File: config.mk
export PLATFORM = sky130hd
export DESIGN_NAME = boot_ctrl
export DESIGN_NICKNAME = d
export VERILOG_FILES = /design/src/axi_pkg.sv /design/src/soc_pkg.sv /design/src/boot_ctrl.sv
export SDC_FILE = /design/constraint.sdc
export NUM_CORES = 1
export LEC_CHECK = 0
export BUFFER_PORTS_ARGS = -buffer_cell sky130_fd_sc_hd__buf_2
export CAP_MARGIN = 20
export CORE_MARGIN = 1
export CORE_UTILIZATION = 46
export CTS_BUF_LIST = sky130_fd_sc_hd__clkbuf_4 sky130_fd_sc_hd__clkbuf_8
export DETAILED_ROUTE_END_ITERATION = 12
export GPL_ROUTABILITY_DRIVEN = 0
export PLACE_DENSITY = 0.87
export SYNTH_ARGS = -nofsm -noshare
export SYNTH_HDL_FRONTEND = slang
export SYNTH_SLANG_ARGS = --single-unit
File: constraint.sdc
create_clock -name clk_i -period 2 [get_ports clk_i]
set_input_delay 0.2 -clock clk_i [delete_from_list [all_inputs] [get_ports clk_i]]
set_output_delay 0.2 -clock clk_i [all_outputs]
set_load 0.02 [all_outputs]
File: src/axi_pkg.sv
package axi_pkg;

	// AXI-lite link geometry
	localparam int ADDR_W = 32; // Byte address
	localparam int DATA_W = 32; // One word per beat
	localparam int STRB_W = DATA_W / 8; // One strobe bit per byte lane

	// Response codes as they appear on RRESP and BRESP
	typedef enum logic [1:0] {
		OKAY   = 2'b00,
		SLVERR = 2'b10, // Slave saw the access but refused it
		DECERR = 2'b11  // Nobody lives at this address
	} axi_resp_e;

endpackage

File: src/soc_pkg.sv
package soc_pkg;

	// RAM window, decoded wide but only RAM_WORDS backed
	localparam logic [31:0] RAM_BASE  = 32'h0000_0000;
	localparam logic [31:0] RAM_SPACE = 32'h0002_ffff;
	// Boot controller register window
	localparam logic [31:0] BOOT_BASE  = 32'h0003_0000;
	localparam logic [31:0] BOOT_SPACE = 32'h0000_00ff;
	// Not decoded in this SoC, only jump targets for the boot code
	localparam logic [31:0] SPI_BASE = 32'h0006_0000;
	localparam logic [31:0] DDR_BASE = 32'h1000_0000;

	localparam int RAM_WORDS = 1024; // 4 KiB, aliases across the window
	localparam int RAM_IDX_W = $clog2(RAM_WORDS);

	// Boot controller register offsets
	localparam logic [7:0] BOOT_SRC_REG = 8'h00; // Strapped source, read only
	localparam logic [7:0] BOOT_VEC_REG = 8'h04; // Boot vector, read/write

	// Strapping pin encoding
	typedef enum logic [1:0] {
		BOOT_SPI  = 2'd0,
		BOOT_SRAM = 2'd1,
		BOOT_DDR  = 2'd2 // Pin value 3 falls back to SRAM
	} boot_src_e;

	// Decoder target
	typedef enum logic [1:0] {
		SEL_RAM,
		SEL_BOOT,
		SEL_NONE // Unmapped, decoder answers itself
	} slv_sel_e;

endpackage

File: src/boot_ctrl.sv
`timescale 1ns/1ps

module boot_ctrl
	import axi_pkg::*;
	import soc_pkg::*;
(
	input  logic                         clk_i,
	input  logic                         reset_i,
	input  logic [$bits(boot_src_e)-1:0] boot_source_i, // Strapping pins
	// AR and R
	input  logic                         s_arvalid_i,
	output logic                         s_arready_o,
	input  logic [ADDR_W-1:0]            s_araddr_i,
	output logic                         s_rvalid_o,
	input  logic                         s_rready_i,
	output logic [DATA_W-1:0]            s_rdata_o,
	output axi_resp_e                    s_rresp_o,
	// AW, W and B
	input  logic                         s_awvalid_i,
	output logic                         s_awready_o,
	input  logic [ADDR_W-1:0]            s_awaddr_i,
	input  logic                         s_wvalid_i,
	output logic                         s_wready_o,
	input  logic [DATA_W-1:0]            s_wdata_i,
	input  logic [STRB_W-1:0]            s_wstrb_i,
	output logic                         s_bvalid_o,
	input  logic                         s_bready_i,
	output axi_resp_e                    s_bresp_o
);

	boot_src_e         src_q;
	logic [DATA_W-1:0] vec_q, rdata_q;
	axi_resp_e         rresp_q, bresp_q;
	logic              accept_q, rvalid_q, bvalid_q;
	logic              rd_go, wr_go;
	logic [7:0]        rd_off, wr_off; // Offset inside the 256 byte window

	assign rd_off = s_araddr_i[7:0];
	assign wr_off = s_awaddr_i[7:0];
	assign rd_go  = s_arvalid_i & accept_q;
	assign wr_go  = s_awvalid_i & s_wvalid_i & accept_q & ~s_arvalid_i;

	assign s_arready_o = accept_q;
	assign s_awready_o = wr_go;
	assign s_wready_o  = wr_go;

	// Straps sampled for as long as reset is held
	always_ff @(posedge clk_i) begin
		if (reset_i) begin
			case (boot_source_i)
				BOOT_SPI: begin
					src_q <= BOOT_SPI;
					vec_q <= SPI_BASE;
				end
				BOOT_DDR: begin
					src_q <= BOOT_DDR;
					vec_q <= DDR_BASE;
				end
				default: begin
					src_q <= BOOT_SRAM; // Also covers the unused code 3
					vec_q <= RAM_BASE;
				end
			endcase
		end else if (wr_go && wr_off == BOOT_VEC_REG) begin
			for (int i = 0; i < STRB_W; i++) begin
				if (s_wstrb_i[i])
					vec_q[8*i +: 8] <= s_wdata_i[8*i +: 8];
			end
		end
	end

	// Response payload
	always_ff @(posedge clk_i) begin
		if (rd_go) begin
			case (rd_off)
				BOOT_SRC_REG: begin
					rdata_q <= {{(DATA_W-2){1'b0}}, src_q};
					rresp_q <= OKAY;
				end
				BOOT_VEC_REG: begin
					rdata_q <= vec_q;
					rresp_q <= OKAY;
				end
				default: begin
					rdata_q <= '0;
					rresp_q <= SLVERR; // Hole in the register map
				end
			endcase
		end
		if (wr_go) begin
			if (wr_off == BOOT_VEC_REG)
				bresp_q <= OKAY;
			else
				bresp_q <= SLVERR; // Source register is read only
		end
	end

	always_ff @(posedge clk_i) begin
		if (reset_i) begin
			accept_q <= 1'b0;
			rvalid_q <= 1'b0;
			bvalid_q <= 1'b0;
		end else begin
			if (rd_go)
				rvalid_q <= 1'b1;
			else if (s_rready_i)
				rvalid_q <= 1'b0;
			if (wr_go)
				bvalid_q <= 1'b1;
			else if (s_bready_i)
				bvalid_q <= 1'b0;
			accept_q <= ~(rd_go | wr_go) & ~(rvalid_q & ~s_rready_i) & ~(bvalid_q & ~s_bready_i);
		end
	end

	assign s_rvalid_o = rvalid_q;
	assign s_rdata_o  = rdata_q;
	assign s_rresp_o  = rresp_q;
	assign s_bvalid_o = bvalid_q;
	assign s_bresp_o  = bresp_q;

endmodule

---- Word level (Yosys, flattened, before mapping) ----
Index checks and enable logic that the tools add are counted.
storage, ports and cells
  logic and storage cells ................. 59
  memory bits (read-only) ................. 0
  memories kept ........................... 0
  bits in latches ......................... 0
  bits in writable memories ............... 0
  output and inout port bits .............. 41
  register bits after elaboration ......... 73
operators by class
  reductions and logical operators ........ 15
  multiplexer cells ....................... 15
  add/subtract/negate cells ............... 0
  $mul .................................... 0
  divide/modulo/power cells ............... 0
  equality and inequality tests ........... 3
  bitwise gates (word level) .............. 15
  order comparisons ....................... 0
  shift-type cells ........................ 0
operators by type and width
  cell                count
  $mux 32             2
  $pmux 32 s2         1
  $pmux 29 s2         1
  $mux 8              4
  $eq 8x3->1 const B  2
  $reduce_bool 2->1   7
  $and 1x1->1         8
  $logic_not 8->1     1
  $reduce_and 2->1    4
  $not 1->1           6
  $mux 1              4
  $mux 2              2
  $pmux 2 s2          1
  $eq 2x2->1 const B  1
  $logic_not 2->1     1
  $reduce_or 2->1     1
  $logic_and 1x1->1   1
  $or 1x1->1          1

---- Longest topological paths before layout ----
Gate-level depths: netlist of run 1.
  depth after elaboration ................. 7
  gate-level depth with buffers ........... 4
  depth with buffers taken out ............ 3

---- Worst setup path before layout of run 1 ----
Ideal clock, no wire load.
  kind .................................... register to register
  from .................................... reg accept_q (netlist: s_arready_o)
  to ...................................... reg accept_q (netlist: s_arready_o)
  data required time ...................... 1.883 ns
  library setup time ...................... 0.117 ns
  clock period less this slack ............ 1.802 ns
  data arrival time ....................... 1.686 ns
  setup slack ............................. 0.198 ns
  stages on the path, launching flop included .. 4
  path buffers ............................ 0
  cells stage by stage .................... dfxtp_1 and2_1 a21oi_1 and4b_1
between the ends
  elaborated cells on any way between the ends .. 7
  classes of those cells .................. 7 x bitwise
RTL lines
  element                   line              source
  start: declaration        boot_ctrl.sv:34   logic accept_q, rvalid_q, bvalid_q;
  start signal: assignment  boot_ctrl.sv:112  accept_q <= ~(rd_go | wr_go) & ~(rvalid_q & ~s_rready_i) & ~(bvalid_q & ~s_bready_i);
  $and 1x1->1               boot_ctrl.sv:40   assign rd_go = s_arvalid_i & accept_q;
  net rd_go                 boot_ctrl.sv:35   logic rd_go, wr_go;
  $or 1x1->1                boot_ctrl.sv:112
  $not 1->1                 boot_ctrl.sv:112
  $and 1x1->1 (2 in a row)  boot_ctrl.sv:112
The timed path passes the listed nets, and every way through them passes these cells.
A chain may end at the register's enable or synchronous reset.

---- Worst setup path after layout of run 1 ----
  from .................................... reg accept_q (netlist: s_arready_o)
  to ...................................... reg vec_q[5], enable pin
between the ends
  cells in the longest elaborated chain, start to end .. 5
RTL lines
  element                         line             source
  $and 1x1->1 (2 in a row)        boot_ctrl.sv:41  assign wr_go = s_awvalid_i & s_wvalid_i & accept_q & ~s_arvalid_i;
  $logic_and 1x1->1               boot_ctrl.sv:64  end else if (wr_go && wr_off == BOOT_VEC_REG) begin
  $reduce_bool 2->1 (no line)     n/a
  $reduce_and 2->1 (no line)      n/a
  end signal: indexed assignment  boot_ctrl.sv:67  vec_q[8*i +: 8] <= s_wdata_i[8*i +: 8];
  end: declaration                boot_ctrl.sv:32  logic [DATA_W-1:0] vec_q, rdata_q;
Every way passes these cells.

==> flow_results.xml, run 1 <==
<?xml version="1.0" encoding="UTF-8"?>
<metrics>
  <group name="run_status">
    <metric name="status" unit="">finished, final reports clean</metric>
  </group>
  <group name="die">
    <metric name="die_w" unit="um">79.9</metric>
    <metric name="num_rows" unit="">28</metric>
    <metric name="die_height" unit="um">79.9</metric>
    <metric name="ios" unit="">150</metric>
    <metric name="core-area" unit="sq um">5890</metric>
    <metric name="start_util" unit="">0.474</metric>
    <metric name="overall_die_area" unit="sq um">6390</metric>
  </group>
  <group name="power">
    <metric name="comb_power_share" unit="">0.078</metric>
    <metric name="power_density_cells" unit="nW/um^2">878</metric>
    <metric name="switching_share" unit="">0.221</metric>
    <metric name="max_ir_drop_vdd" unit="uV">427</metric>
    <metric name="p_int" unit="mW">2.41</metric>
    <metric name="clkPwrFrac" unit="">0.358</metric>
    <metric name="net_switching_power" unit="mW">0.685</metric>
    <metric name="leakage" unit="nW">1.44</metric>
    <metric name="share_seq_of_total_power" unit="">0.564</metric>
  </group>
  <group name="drt">
    <metric name="detail_route.wirelength" unit="um">4690</metric>
    <metric name="post-route-drc-count" unit="">0</metric>
    <metric name="via_count" unit="">1638</metric>
    <metric name="ant_nets" unit="">0</metric>
    <metric name="drt_first_iter_violations" unit="">75</metric>
    <metric name="routed_via_density" unit="">4.58</metric>
    <metric name="avgRoutedWirePerCell" unit="um">13.1</metric>
    <metric name="detailedRoute.firstPassIterationCount" unit="">6</metric>
  </group>
  <group name="yosys">
    <metric name="syn-mean-instance-area" unit="sq um">15.9</metric>
    <metric name="synth_seq_area_share" unit="">0.753</metric>
    <metric name="yosysWarnings" unit="">0</metric>
    <metric name="synth_seq_cells" unit="">71</metric>
    <metric name="asyncSetResetFlopFracSynth" unit="">0</metric>
    <metric name="share_of_the_synthesized_netlist_area_taken_by_xor_and_xnor_gates" unit="">0</metric>
    <metric name="synth_ff_type" unit="">sky130_fd_sc_hd__edfxtp_1</metric>
    <metric name="synth_simple_gate_area_frac" unit="">0.185</metric>
    <metric name="yosys-mux-area-fraction" unit="">0.0112</metric>
    <metric name="synth_area_leaders" unit="">sky130_fd_sc_hd__edfxtp_1 (73%), sky130_fd_sc_hd__nor2b_1 (6.7%), sky130_fd_sc_hd__and2_2 (5.4%)</metric>
    <metric name="yosysTopAreaCell" unit="">sky130_fd_sc_hd__edfxtp_1</metric>
    <metric name="synth_edf_count" unit="">68</metric>
    <metric name="yosys.area_share.adder" unit="">0</metric>
    <metric name="post_synth_num_cell_types" unit="">27</metric>
    <metric name="synth_top_area_frac" unit="">0.731</metric>
    <metric name="main_combinational_cell_family_by_area_after_synthesis" unit="">simple AND/OR/NAND/NOR gates</metric>
    <metric name="post_synth_inst_count" unit="">176</metric>
    <metric name="synthesis.area" unit="sq um">2790</metric>
    <metric name="synth-compound-area-share" unit="">0.0179</metric>
  </group>
  <group name="setup_path">
    <metric name="crit_buf_inv" unit="">0</metric>
    <metric name="maximum_single_stage_delay_on_the_critical_path" unit="ns">0.38</metric>
    <metric name="critical_path.startpoint_type" unit="">flip-flop</metric>
    <metric name="worstPathCellList" unit="">nand4b_1, and3b_1, a21o_1</metric>
    <metric name="worstSetupPathType" unit="">reg -&gt; reg</metric>
    <metric name="worstSetupEndpointType" unit="">flip-flop</metric>
    <metric name="critical-path-top-delay-family" unit="">simple AND/OR/NAND/NOR gates</metric>
    <metric name="cp.arrival" unit="ns">1.61</metric>
    <metric name="timing.critical_path.required" unit="ns">2.01</metric>
    <metric name="cp_max_fo" unit="">8</metric>
    <metric name="cp_slowest_cell" unit="">sky130_fd_sc_hd__dfxtp_1</metric>
  </group>
  <group name="sta">
    <metric name="final.period_utilization" unit="">0.798</metric>
    <metric name="finalClockSkew" unit="ns">0.00328</metric>
    <metric name="tns" unit="ns">0</metric>
    <metric name="setup_violations" unit="">0</metric>
    <metric name="fin_hold_ws" unit="ns">0.0685</metric>
    <metric name="least_setup_slack_across_all_paths_after_layout" unit="ns">0.404</metric>
    <metric name="maxClockFrequency" unit="MHz">627</metric>
    <metric name="timing_hold_violations_final" unit="">0</metric>
    <metric name="slew_viol_final" unit="">0</metric>
    <metric name="grt_setup_unrepaired" unit="">false</metric>
    <metric name="timing.final.crit_period" unit="ns">1.60</metric>
  </group>
  <group name="clock_tree">
    <metric name="htree_num_levels" unit="">3</metric>
    <metric name="total_clock_buffers_created_by_cts" unit="">9</metric>
    <metric name="cts-hold-fix-buffers" unit="">0</metric>
    <metric name="postCtsSetupRepairBufs" unit="">0</metric>
    <metric name="post_cts.resized_instances" unit="">0</metric>
    <metric name="cts_root_buffer" unit="">sky130_fd_sc_hd__clkbuf_8</metric>
    <metric name="worstSkewPairLatency" unit="ns">0.34</metric>
    <metric name="clock_sink_count" unit="">71</metric>
    <metric name="clk_path_buf_depth" unit="">2</metric>
    <metric name="cts.clk_slew.worst_paths" unit="ns">0.07</metric>
    <metric name="tritoncts" unit="">done</metric>
  </group>
  <group name="layout">
    <metric name="antenna_cells_inserted" unit="">0</metric>
    <metric name="fillCellCount" unit="">484</metric>
    <metric name="design_area" unit="sq um">3530</metric>
    <metric name="multi_input_logic_area" unit="sq um">604</metric>
    <metric name="layout-drive-gt1-share" unit="">0.495</metric>
    <metric name="register_area" unit="sq um">2100</metric>
    <metric name="layout.nets" unit="">387</metric>
    <metric name="finalNonFillerCells" unit="">358</metric>
    <metric name="syn_to_final_growth" unit="%">26.4</metric>
  </group>
  <group name="placement">
    <metric name="detailed_place.area" unit="sq um">3340</metric>
    <metric name="io_buffer_count" unit="">99</metric>
    <metric name="placement.setup.worst_slack" unit="ns">0.259</metric>
    <metric name="hpwl" unit="um">3530</metric>
    <metric name="place.detailed.instances" unit="">342</metric>
  </group>
  <group name="job">
    <metric name="max_cap_viol_count" unit="">0</metric>
  </group>
  <group name="grt">
    <metric name="grt_start_max_net_pins" unit="">31</metric>
    <metric name="first_global_vias" unit="">1520</metric>
    <metric name="grt.total_usage" unit="">0.159</metric>
    <metric name="overflow" unit="">0</metric>
    <metric name="grt_pass1_wl" unit="um">7130</metric>
    <metric name="antenna_found_initial" unit="">0</metric>
  </group>
  <group name="hold_path">
    <metric name="worst_hold_path_type" unit="">in -&gt; reg</metric>
  </group>
</metrics>
[cells in the final DEF (no fill, tap or decap), types with 2 or more instances in the layout]
master                      n
sky130_fd_sc_hd__buf_2     99
sky130_fd_sc_hd__edfxtp_1  68
sky130_fd_sc_hd__nand2_1    3
sky130_fd_sc_hd__inv_1      4
sky130_fd_sc_hd__dfxtp_1    3
sky130_fd_sc_hd__clkinv_2   3
sky130_fd_sc_hd__mux2i_1    2
sky130_fd_sc_hd__nor2b_1   30
sky130_fd_sc_hd__conb_1     2
sky130_fd_sc_hd__and2_1    11
sky130_fd_sc_hd__and2_2    20
sky130_fd_sc_hd__nor2_1     4
sky130_fd_sc_hd__clkbuf_8   9
sky130_fd_sc_hd__a21oi_1    2
sky130_fd_sc_hd__o21ai_0    2
sky130_fd_sc_hd__a21o_1     4
[flip-flops by register name, indices dropped and copies added (netlist names)]
name         cells
s_rresp_o        1
s_rvalid_o       1
s_bresp_o        1
s_rdata_o       32
s_bvalid_o       1
s_arready_o      1
vec_q           32
src_q            2
[cell families (layout without fill, tap and decap cells)]
family / after synthesis / after routing
other: 1 / 2
AOI/OAI and AO/OA: 8 / 8
DFF: 71 / 71
muxes: 3 / 3
buffers and inverters: 15 / 121
and+or+nand+nor: 78 / 78
[synthesized netlist by cell type (2+ instances only)]
library cell and number:
sky130_fd_sc_hd__nor2_1 4, sky130_fd_sc_hd__mux2i_1 2, sky130_fd_sc_hd__a21oi_1 2, sky130_fd_sc_hd__nor2b_1 30, sky130_fd_sc_hd__and2_2 20, sky130_fd_sc_hd__inv_1 4, sky130_fd_sc_hd__dfxtp_1 3, sky130_fd_sc_hd__a21o_1 4
sky130_fd_sc_hd__o21ai_0 2, sky130_fd_sc_hd__nand2_1 3, sky130_fd_sc_hd__and2_1 11, sky130_fd_sc_hd__clkbuf_1 5, sky130_fd_sc_hd__edfxtp_1 68, sky130_fd_sc_hd__buf_6 3, sky130_fd_sc_hd__buf_4 3
[power groups by stage]
stage	logic, mW	registers, mW	clock network [mW]
global placement	0.241	1.78	0
global route	0.265	1.76	1.20
detailed placement	0.246	1.78	0
CTS	0.247	1.75	1.13
floorplan	0.0803	1.83	0
finish	0.243	1.75	1.11
[stage by stage]
| step | util | power [mW] |
|---|---|---|
| finish | 0.600 | 3.10 |
| global route | 0.600 | 3.22 |
| CTS | 0.600 | 3.13 |
| detailed placement | 0.567 | 2.03 |
| global placement | 0.567 | 2.02 |
| floorplan | - | 1.91 |
[path summary, 6_finish.rpt]
kind | start | endpoint | slack, ns | cells after the start
setup reg to reg | s_arready_o | vec_q[5] | 0.40 | 3
hold reg to reg | s_bvalid_o | s_bvalid_o | 0.51 | 2
setup / recovery | s_arready_o | vec_q[5] | 0.40 | 3
hold / removal | boot_source_i[0] | src_q[0] | 0.07 | 1
[worst register-to-register path: cells and delay by family (launching register included)]
kind | cells | cell delay, ns
compound gates | 1 | 0.37
flops | 1 | 0.38
simple gates | 2 | 0.53
[metal layers]
| metal | routed length [um] | GRT usage | up-vias |
|---|---|---|---|
| met5 | 0 | 0 | - |
| met4 | 148 | 0.111 | 0 |
| met3 | 231 | 0.0423 | 14 |
| met1 | 1750 | 0.173 | 765 |
| li1 | - | - | 813 |
| met2 | 2550 | 0.267 | 46 |
[area by class of cell]
class,instances,area share
Clock inverter,6,0.0174
Clock buffer,10,0.0372
Tap cell,75,0.0266
Timing Repair Buffer,101,0.148
Inverter,4,0.00425
Multi-Input combinational cell,91,0.171
Sequential cell,71,0.595
Note: power is estimated with default switching activity, not from simulation.
==> inputs of run 2 (changes only) <==
clock period = 1.58 ns   (was 2 ns; I/O delays follow)
==> flow_results.xml, run 2 (same netlist as run 1, synthesis figures left out) <==
<?xml version="1.0" encoding="UTF-8"?>
<metrics>
  <group name="run_status">
    <metric name="status" unit="">finished, final reports clean</metric>
  </group>
  <group name="setup_path">
    <metric name="rr_worst_depth" unit="">4</metric>
    <metric name="cp.arrival" unit="ns">1.48</metric>
    <metric name="critical_path.startpoint_type" unit="">flip-flop</metric>
    <metric name="worstPathCellList" unit="">nand4b_1, and3b_2, a21o_1, buf_12</metric>
    <metric name="cp_max_fo" unit="">8</metric>
    <metric name="critical-path-top-delay-family" unit="">simple AND/OR/NAND/NOR gates</metric>
    <metric name="cp-startpoint" unit="">s_arready_o</metric>
    <metric name="worst-r2r-setup-slack" unit="ns">0.14</metric>
    <metric name="worstSetupPathType" unit="">reg -&gt; reg</metric>
    <metric name="crit-reg2reg-launch" unit="">s_arready_o</metric>
    <metric name="crit_buf_inv" unit="">1</metric>
    <metric name="critical_path.reg2reg.endpoint" unit="">vec_q[0]</metric>
    <metric name="cp_slowest_cell" unit="">sky130_fd_sc_hd__dfxtp_1</metric>
    <metric name="timing.critical_path.required" unit="ns">1.62</metric>
    <metric name="worstSetupEndpointType" unit="">flip-flop</metric>
    <metric name="maximum_single_stage_delay_on_the_critical_path" unit="ns">0.36</metric>
  </group>
  <group name="sta">
    <metric name="finalClockSkew" unit="ns">0.00994</metric>
    <metric name="maxClockFrequency" unit="MHz">693</metric>
    <metric name="grt_setup_unrepaired" unit="">false</metric>
    <metric name="setup_violations" unit="">0</metric>
    <metric name="timing_hold_violations_final" unit="">0</metric>
    <metric name="least_setup_slack_across_all_paths_after_layout" unit="ns">0.136</metric>
    <metric name="timing.final.crit_period" unit="ns">1.44</metric>
    <metric name="fin_hold_ws" unit="ns">0.0530</metric>
    <metric name="slew_viol_final" unit="">0</metric>
    <metric name="final.period_utilization" unit="">0.914</metric>
  </group>
  <group name="placement">
    <metric name="place.detailed.instances" unit="">346</metric>
    <metric name="hpwl" unit="um">3640</metric>
    <metric name="detailed_place.area" unit="sq um">3410</metric>
    <metric name="io_buffer_count" unit="">99</metric>
    <metric name="placement.setup.worst_slack" unit="ns">-0.0438</metric>
  </group>
  <group name="layout">
    <metric name="layout-drive-gt1-share" unit="">0.510</metric>
    <metric name="design_area" unit="sq um">3580</metric>
    <metric name="layout_commonest_cell" unit="">sky130_fd_sc_hd__buf_2</metric>
    <metric name="finalNonFillerCells" unit="">361</metric>
    <metric name="syn_to_final_growth" unit="%">28.1</metric>
    <metric name="mostFrequentLayoutCells" unit="">sky130_fd_sc_hd__buf_2 (99), sky130_fd_sc_hd__edfxtp_1 (68), sky130_fd_sc_hd__nor2b_1 (30)</metric>
    <metric name="final_core_util" unit="">0.608</metric>
    <metric name="antenna_cells_inserted" unit="">0</metric>
    <metric name="layout.nets" unit="">391</metric>
  </group>
  <group name="drt">
    <metric name="detail_route.wirelength" unit="um">4880</metric>
    <metric name="detailedRoute.firstPassIterationCount" unit="">5</metric>
    <metric name="ant_nets" unit="">0</metric>
    <metric name="wl_met2" unit="um">2710</metric>
    <metric name="highest-signal-layer" unit="">met4</metric>
    <metric name="avgRoutedWirePerCell" unit="um">13.5</metric>
    <metric name="wirelength_met1" unit="um">1840</metric>
    <metric name="detailroute.wirelength.met3" unit="um">189</metric>
    <metric name="drt_first_iter_violations" unit="">57</metric>
    <metric name="routed_via_density" unit="">4.64</metric>
    <metric name="post-route-drc-count" unit="">0</metric>
    <metric name="via_count" unit="">1676</metric>
  </group>
  <group name="power">
    <metric name="max_ir_drop_vdd" unit="uV">458</metric>
    <metric name="power_density_cells" unit="nW/um^2">1050</metric>
    <metric name="leakage" unit="nW">1.45</metric>
  </group>
  <group name="clock_tree">
    <metric name="clock_sink_count" unit="">71</metric>
    <metric name="postCtsSetupRepairBufs" unit="">0</metric>
    <metric name="cts_root_buffer" unit="">sky130_fd_sc_hd__clkbuf_8</metric>
    <metric name="htree_num_levels" unit="">3</metric>
    <metric name="worstSkewPairLatency" unit="ns">0.33</metric>
    <metric name="cts.clk_slew.worst_paths" unit="ns">0.07</metric>
    <metric name="tritoncts" unit="">done</metric>
    <metric name="clk_path_buf_depth" unit="">2</metric>
    <metric name="total_clock_buffers_created_by_cts" unit="">9</metric>
  </group>
  <group name="hold_path">
    <metric name="hold_start" unit="">boot_source_i[0]</metric>
    <metric name="worstHoldEndpoint" unit="">src_q[0]</metric>
    <metric name="hold_depth" unit="">1</metric>
    <metric name="worst_hold_path_type" unit="">in -&gt; reg</metric>
  </group>
  <group name="job">
    <metric name="max_cap_viol_count" unit="">0</metric>
  </group>
  <group name="grt">
    <metric name="grt_pass1_wl" unit="um">7400</metric>
    <metric name="grt_start_max_net_pins" unit="">31</metric>
    <metric name="antenna_found_initial" unit="">0</metric>
    <metric name="first_global_vias" unit="">1605</metric>
    <metric name="overflow" unit="">0</metric>
    <metric name="grt.total_usage" unit="">0.162</metric>
  </group>
  <group name="die">
    <metric name="die_height" unit="um">79.9</metric>
    <metric name="core-area" unit="sq um">5890</metric>
    <metric name="ios" unit="">150</metric>
    <metric name="num_rows" unit="">28</metric>
    <metric name="start_util" unit="">0.474</metric>
    <metric name="die_w" unit="um">79.9</metric>
    <metric name="overall_die_area" unit="sq um">6390</metric>
  </group>
</metrics>
-- run 2: cell count changes in the layout (fill, tap and decap cells not counted), sizes merged --
cell    change
buf         +4
bufinv      -1
clkbuf      +2
clkinv      -2
-- run 2: what timing repair did --
item	CTS	global route
hold buffers	0	0
endpoints found under the hold margin	0	0
gates resized for setup	1	1
setup endpoints to repair	8	3
-- run 2: per-layer routing --
metal / GRT usage / up-vias
li1: - / 819
met3: 0.0411 / 13
met5: 0 / -
met2: 0.294 / 54
met1: 0.169 / 790
met4: 0.0929 / 0
-- run 2: area by class of cell --
cell class                 count  area (sq um)
clock buffer                  12           146
fill                         460          2310
sequential                    71          2100
tap                           75          93.8
inverter                       4          15.0
clock inverter                 3          21.3
multi-input combinational     91           608
timing repair buffer         105           591
-- run 2: metrics by stage --
step                power (mW)  TNS (ns)
detailed placement        2.59    -0.349
finish                    3.77         0
global route              3.92         0
CTS                       3.80         0
floorplan                 2.42         0
global placement          2.57    -0.296
-- run 2: worst max-delay path by stage --
| stage | end | slack [ns] | depth (start not counted) |
|---|---|---|---|
| after floorplan | vec_q[0] | 0.11 | 3 |
| after global placement | vec_q[30] | -0.04 | 4 |
| after detailed placement | vec_q[29] | -0.04 | 4 |
| after CTS | vec_q[14] | 0.06 | 4 |
| after global routing | vec_q[1] | 0.05 | 4 |
| final | vec_q[0] | 0.14 | 4 |
-- run 2: where the power goes --
| part | switching [mW] | internal, mW | total, mW |
|---|---|---|---|
| Combinational | 0.186 | 0.146 | 0.332 |
| Clock | 0.610 | 0.615 | 1.23 |
| Sequential | 0.0274 | 2.19 | 2.21 |
-- run 2: worst register-to-register path, cell delays in order, from the launching register on --
cell                       delay (ns)
sky130_fd_sc_hd__dfxtp_1         0.36
sky130_fd_sc_hd__nand4b_1        0.17
sky130_fd_sc_hd__and3b_2         0.33
sky130_fd_sc_hd__a21o_1          0.17
sky130_fd_sc_hd__buf_12          0.13
==> inputs of run 3 (changes only) <==
RECOVER_POWER = 100   (was default)
==> flow_results.xml, run 3 (same netlist as run 1, synthesis figures left out) <==
<?xml version="1.0" encoding="UTF-8"?>
<metrics>
  <group name="clock_tree">
    <metric name="worstSkewPairLatency" unit="ns">0.33</metric>
    <metric name="tritoncts" unit="">done</metric>
    <metric name="postCtsSetupRepairBufs" unit="">0</metric>
    <metric name="post_cts.resized_instances" unit="">1</metric>
    <metric name="total_clock_buffers_created_by_cts" unit="">9</metric>
    <metric name="cts-hold-fix-buffers" unit="">0</metric>
    <metric name="cts_root_buffer" unit="">sky130_fd_sc_hd__clkbuf_8</metric>
    <metric name="cts.clk_slew.worst_paths" unit="ns">0.07</metric>
    <metric name="clock_sink_count" unit="">71</metric>
    <metric name="htree_num_levels" unit="">3</metric>
    <metric name="clk_path_buf_depth" unit="">2</metric>
  </group>
  <group name="power">
    <metric name="switching_share" unit="">0.220</metric>
    <metric name="p_int" unit="mW">2.93</metric>
    <metric name="comb_power_share" unit="">0.082</metric>
    <metric name="max_ir_drop_vdd" unit="uV">458</metric>
    <metric name="net_switching_power" unit="mW">0.826</metric>
    <metric name="power_density_cells" unit="nW/um^2">1070</metric>
    <metric name="leakage" unit="nW">1.34</metric>
    <metric name="clkPwrFrac" unit="">0.327</metric>
    <metric name="share_seq_of_total_power" unit="">0.591</metric>
  </group>
  <group name="sta">
    <metric name="final.period_utilization" unit="">0.923</metric>
    <metric name="finalClockSkew" unit="ns">0.00937</metric>
    <metric name="timing.final.crit_period" unit="ns">1.46</metric>
    <metric name="relative_slew_slack" unit="">0.431</metric>
    <metric name="timing_hold_violations_final" unit="">0</metric>
    <metric name="tns" unit="ns">0</metric>
    <metric name="setup_violations" unit="">0</metric>
    <metric name="worstMarginPinSlew" unit="ns">0.853</metric>
    <metric name="grt_setup_unrepaired" unit="">false</metric>
    <metric name="slew_viol_final" unit="">0</metric>
    <metric name="maxClockFrequency" unit="MHz">685</metric>
    <metric name="fin_hold_ws" unit="ns">0.104</metric>
  </group>
  <group name="setup_path">
    <metric name="cp_max_fo" unit="">8</metric>
    <metric name="worstSetupEndpointType" unit="">flip-flop</metric>
    <metric name="worstSetupPathType" unit="">reg -&gt; reg</metric>
    <metric name="critical_path.startpoint_type" unit="">flip-flop</metric>
    <metric name="timing.critical_path.required" unit="ns">1.62</metric>
    <metric name="cp.arrival" unit="ns">1.50</metric>
  </group>
  <group name="die">
    <metric name="core-area" unit="sq um">5890</metric>
    <metric name="num_rows" unit="">28</metric>
    <metric name="ios" unit="">150</metric>
    <metric name="die_w" unit="um">79.9</metric>
    <metric name="overall_die_area" unit="sq um">6390</metric>
    <metric name="die_height" unit="um">79.9</metric>
    <metric name="start_util" unit="">0.474</metric>
  </group>
  <group name="grt">
    <metric name="grt_pass1_wl" unit="um">7400</metric>
    <metric name="grt.total_usage" unit="">0.162</metric>
    <metric name="first_global_vias" unit="">1605</metric>
    <metric name="grt_start_max_net_pins" unit="">31</metric>
    <metric name="antenna_found_initial" unit="">0</metric>
    <metric name="overflow" unit="">0</metric>
  </group>
  <group name="job">
    <metric name="max_cap_viol_count" unit="">0</metric>
  </group>
  <group name="drt">
    <metric name="detailedRoute.firstPassIterationCount" unit="">6</metric>
    <metric name="ant_nets" unit="">0</metric>
    <metric name="drt_first_iter_violations" unit="">75</metric>
    <metric name="detail_route.wirelength" unit="um">4950</metric>
    <metric name="avgRoutedWirePerCell" unit="um">13.7</metric>
    <metric name="via_count" unit="">1672</metric>
    <metric name="post-route-drc-count" unit="">0</metric>
    <metric name="routed_via_density" unit="">4.63</metric>
  </group>
  <group name="layout">
    <metric name="layout.nets" unit="">391</metric>
    <metric name="layout_commonest_cell" unit="">sky130_fd_sc_hd__edfxtp_1</metric>
    <metric name="antenna_cells_inserted" unit="">0</metric>
    <metric name="syn_to_final_growth" unit="%">25.2</metric>
    <metric name="design_area" unit="sq um">3500</metric>
    <metric name="layout-drive-gt1-share" unit="">0.357</metric>
    <metric name="mostFrequentLayoutCells" unit="">sky130_fd_sc_hd__edfxtp_1 (68), sky130_fd_sc_hd__buf_2 (58), sky130_fd_sc_hd__clkbuf_1 (42)</metric>
  </group>
  <group name="hold_path">
    <metric name="worst_hold_path_type" unit="">in -&gt; reg</metric>
  </group>
  <group name="placement">
    <metric name="hpwl" unit="um">3640</metric>
    <metric name="detailed_place.area" unit="sq um">3410</metric>
    <metric name="io_buffer_count" unit="">99</metric>
  </group>
  <group name="run_status">
    <metric name="status" unit="">finished, final reports clean</metric>
  </group>
</metrics>
[run 3: power groups by stage]
stage               Combinational [mW]  Clock (mW)  Sequential (mW)
floorplan                        0.102           0             2.32
CTS                              0.337        1.25             2.22
detailed placement               0.335           0             2.26
global placement                 0.326           0             2.25
global route                     0.338        1.33             2.23
finish                           0.309        1.23             2.22
[run 3: layout make-up]
| type | count | area, sq um |
|---|---|---|
| Clock inverter | 3 | 21.3 |
| Tap cell | 75 | 93.8 |
| Sequential cell | 71 | 2100 |
| Fill cell | 487 | 2390 |
| Clock buffer | 12 | 146 |
| Multi-Input combinational cell | 91 | 597 |
| Inverter | 4 | 15.0 |
| Timing Repair Buffer | 105 | 520 |
[run 3: worst max-delay path, cell delays in order (launching register included)]
cell and delay, ns:
sky130_fd_sc_hd__dfxtp_1 0.37, sky130_fd_sc_hd__nand4b_1 0.18, sky130_fd_sc_hd__and3b_2 0.33, sky130_fd_sc_hd__a21o_1 0.17, sky130_fd_sc_hd__buf_12 0.13
[run 3: layer usage]
layer | track usage | wire length, um | part of all wire | vias to the layer above
met3 | 0.0411 | 197 | 0.040 | 13
met5 | 0 | 0 | 0 | -
met1 | 0.169 | 1900 | 0.38 | 780
met4 | 0.0929 | 138 | 0.028 | 0
met2 | 0.294 | 2710 | 0.55 | 56
li1 | - | - | - | 823
[run 3: path summary, 6_finish.rpt]
check / startpoint / end / slack, ns / cells after the start
setup / recovery: s_arready_o / vec_q[1] / 0.12 / 4
hold / removal: boot_source_i[0] / src_q[0] / 0.10 / 1
setup reg to reg: s_arready_o / vec_q[1] / 0.12 / 4
hold reg to reg: s_bvalid_o / s_bvalid_o / 0.51 / 2
[run 3: metrics by stage]
stage	worst slack [ns]	utilization	instances	total power, mW
2_1_floorplan	0.109	-	177	2.42
3_3_place_gp	-0.0371	0.579	346	2.57
3_5_place_dp	-0.0438	0.579	346	2.59
4_1_cts	0.0605	0.608	361	3.80
5_1_grt	0.0431	0.594	361	3.90
6_report	0.121	0.594	361	3.75
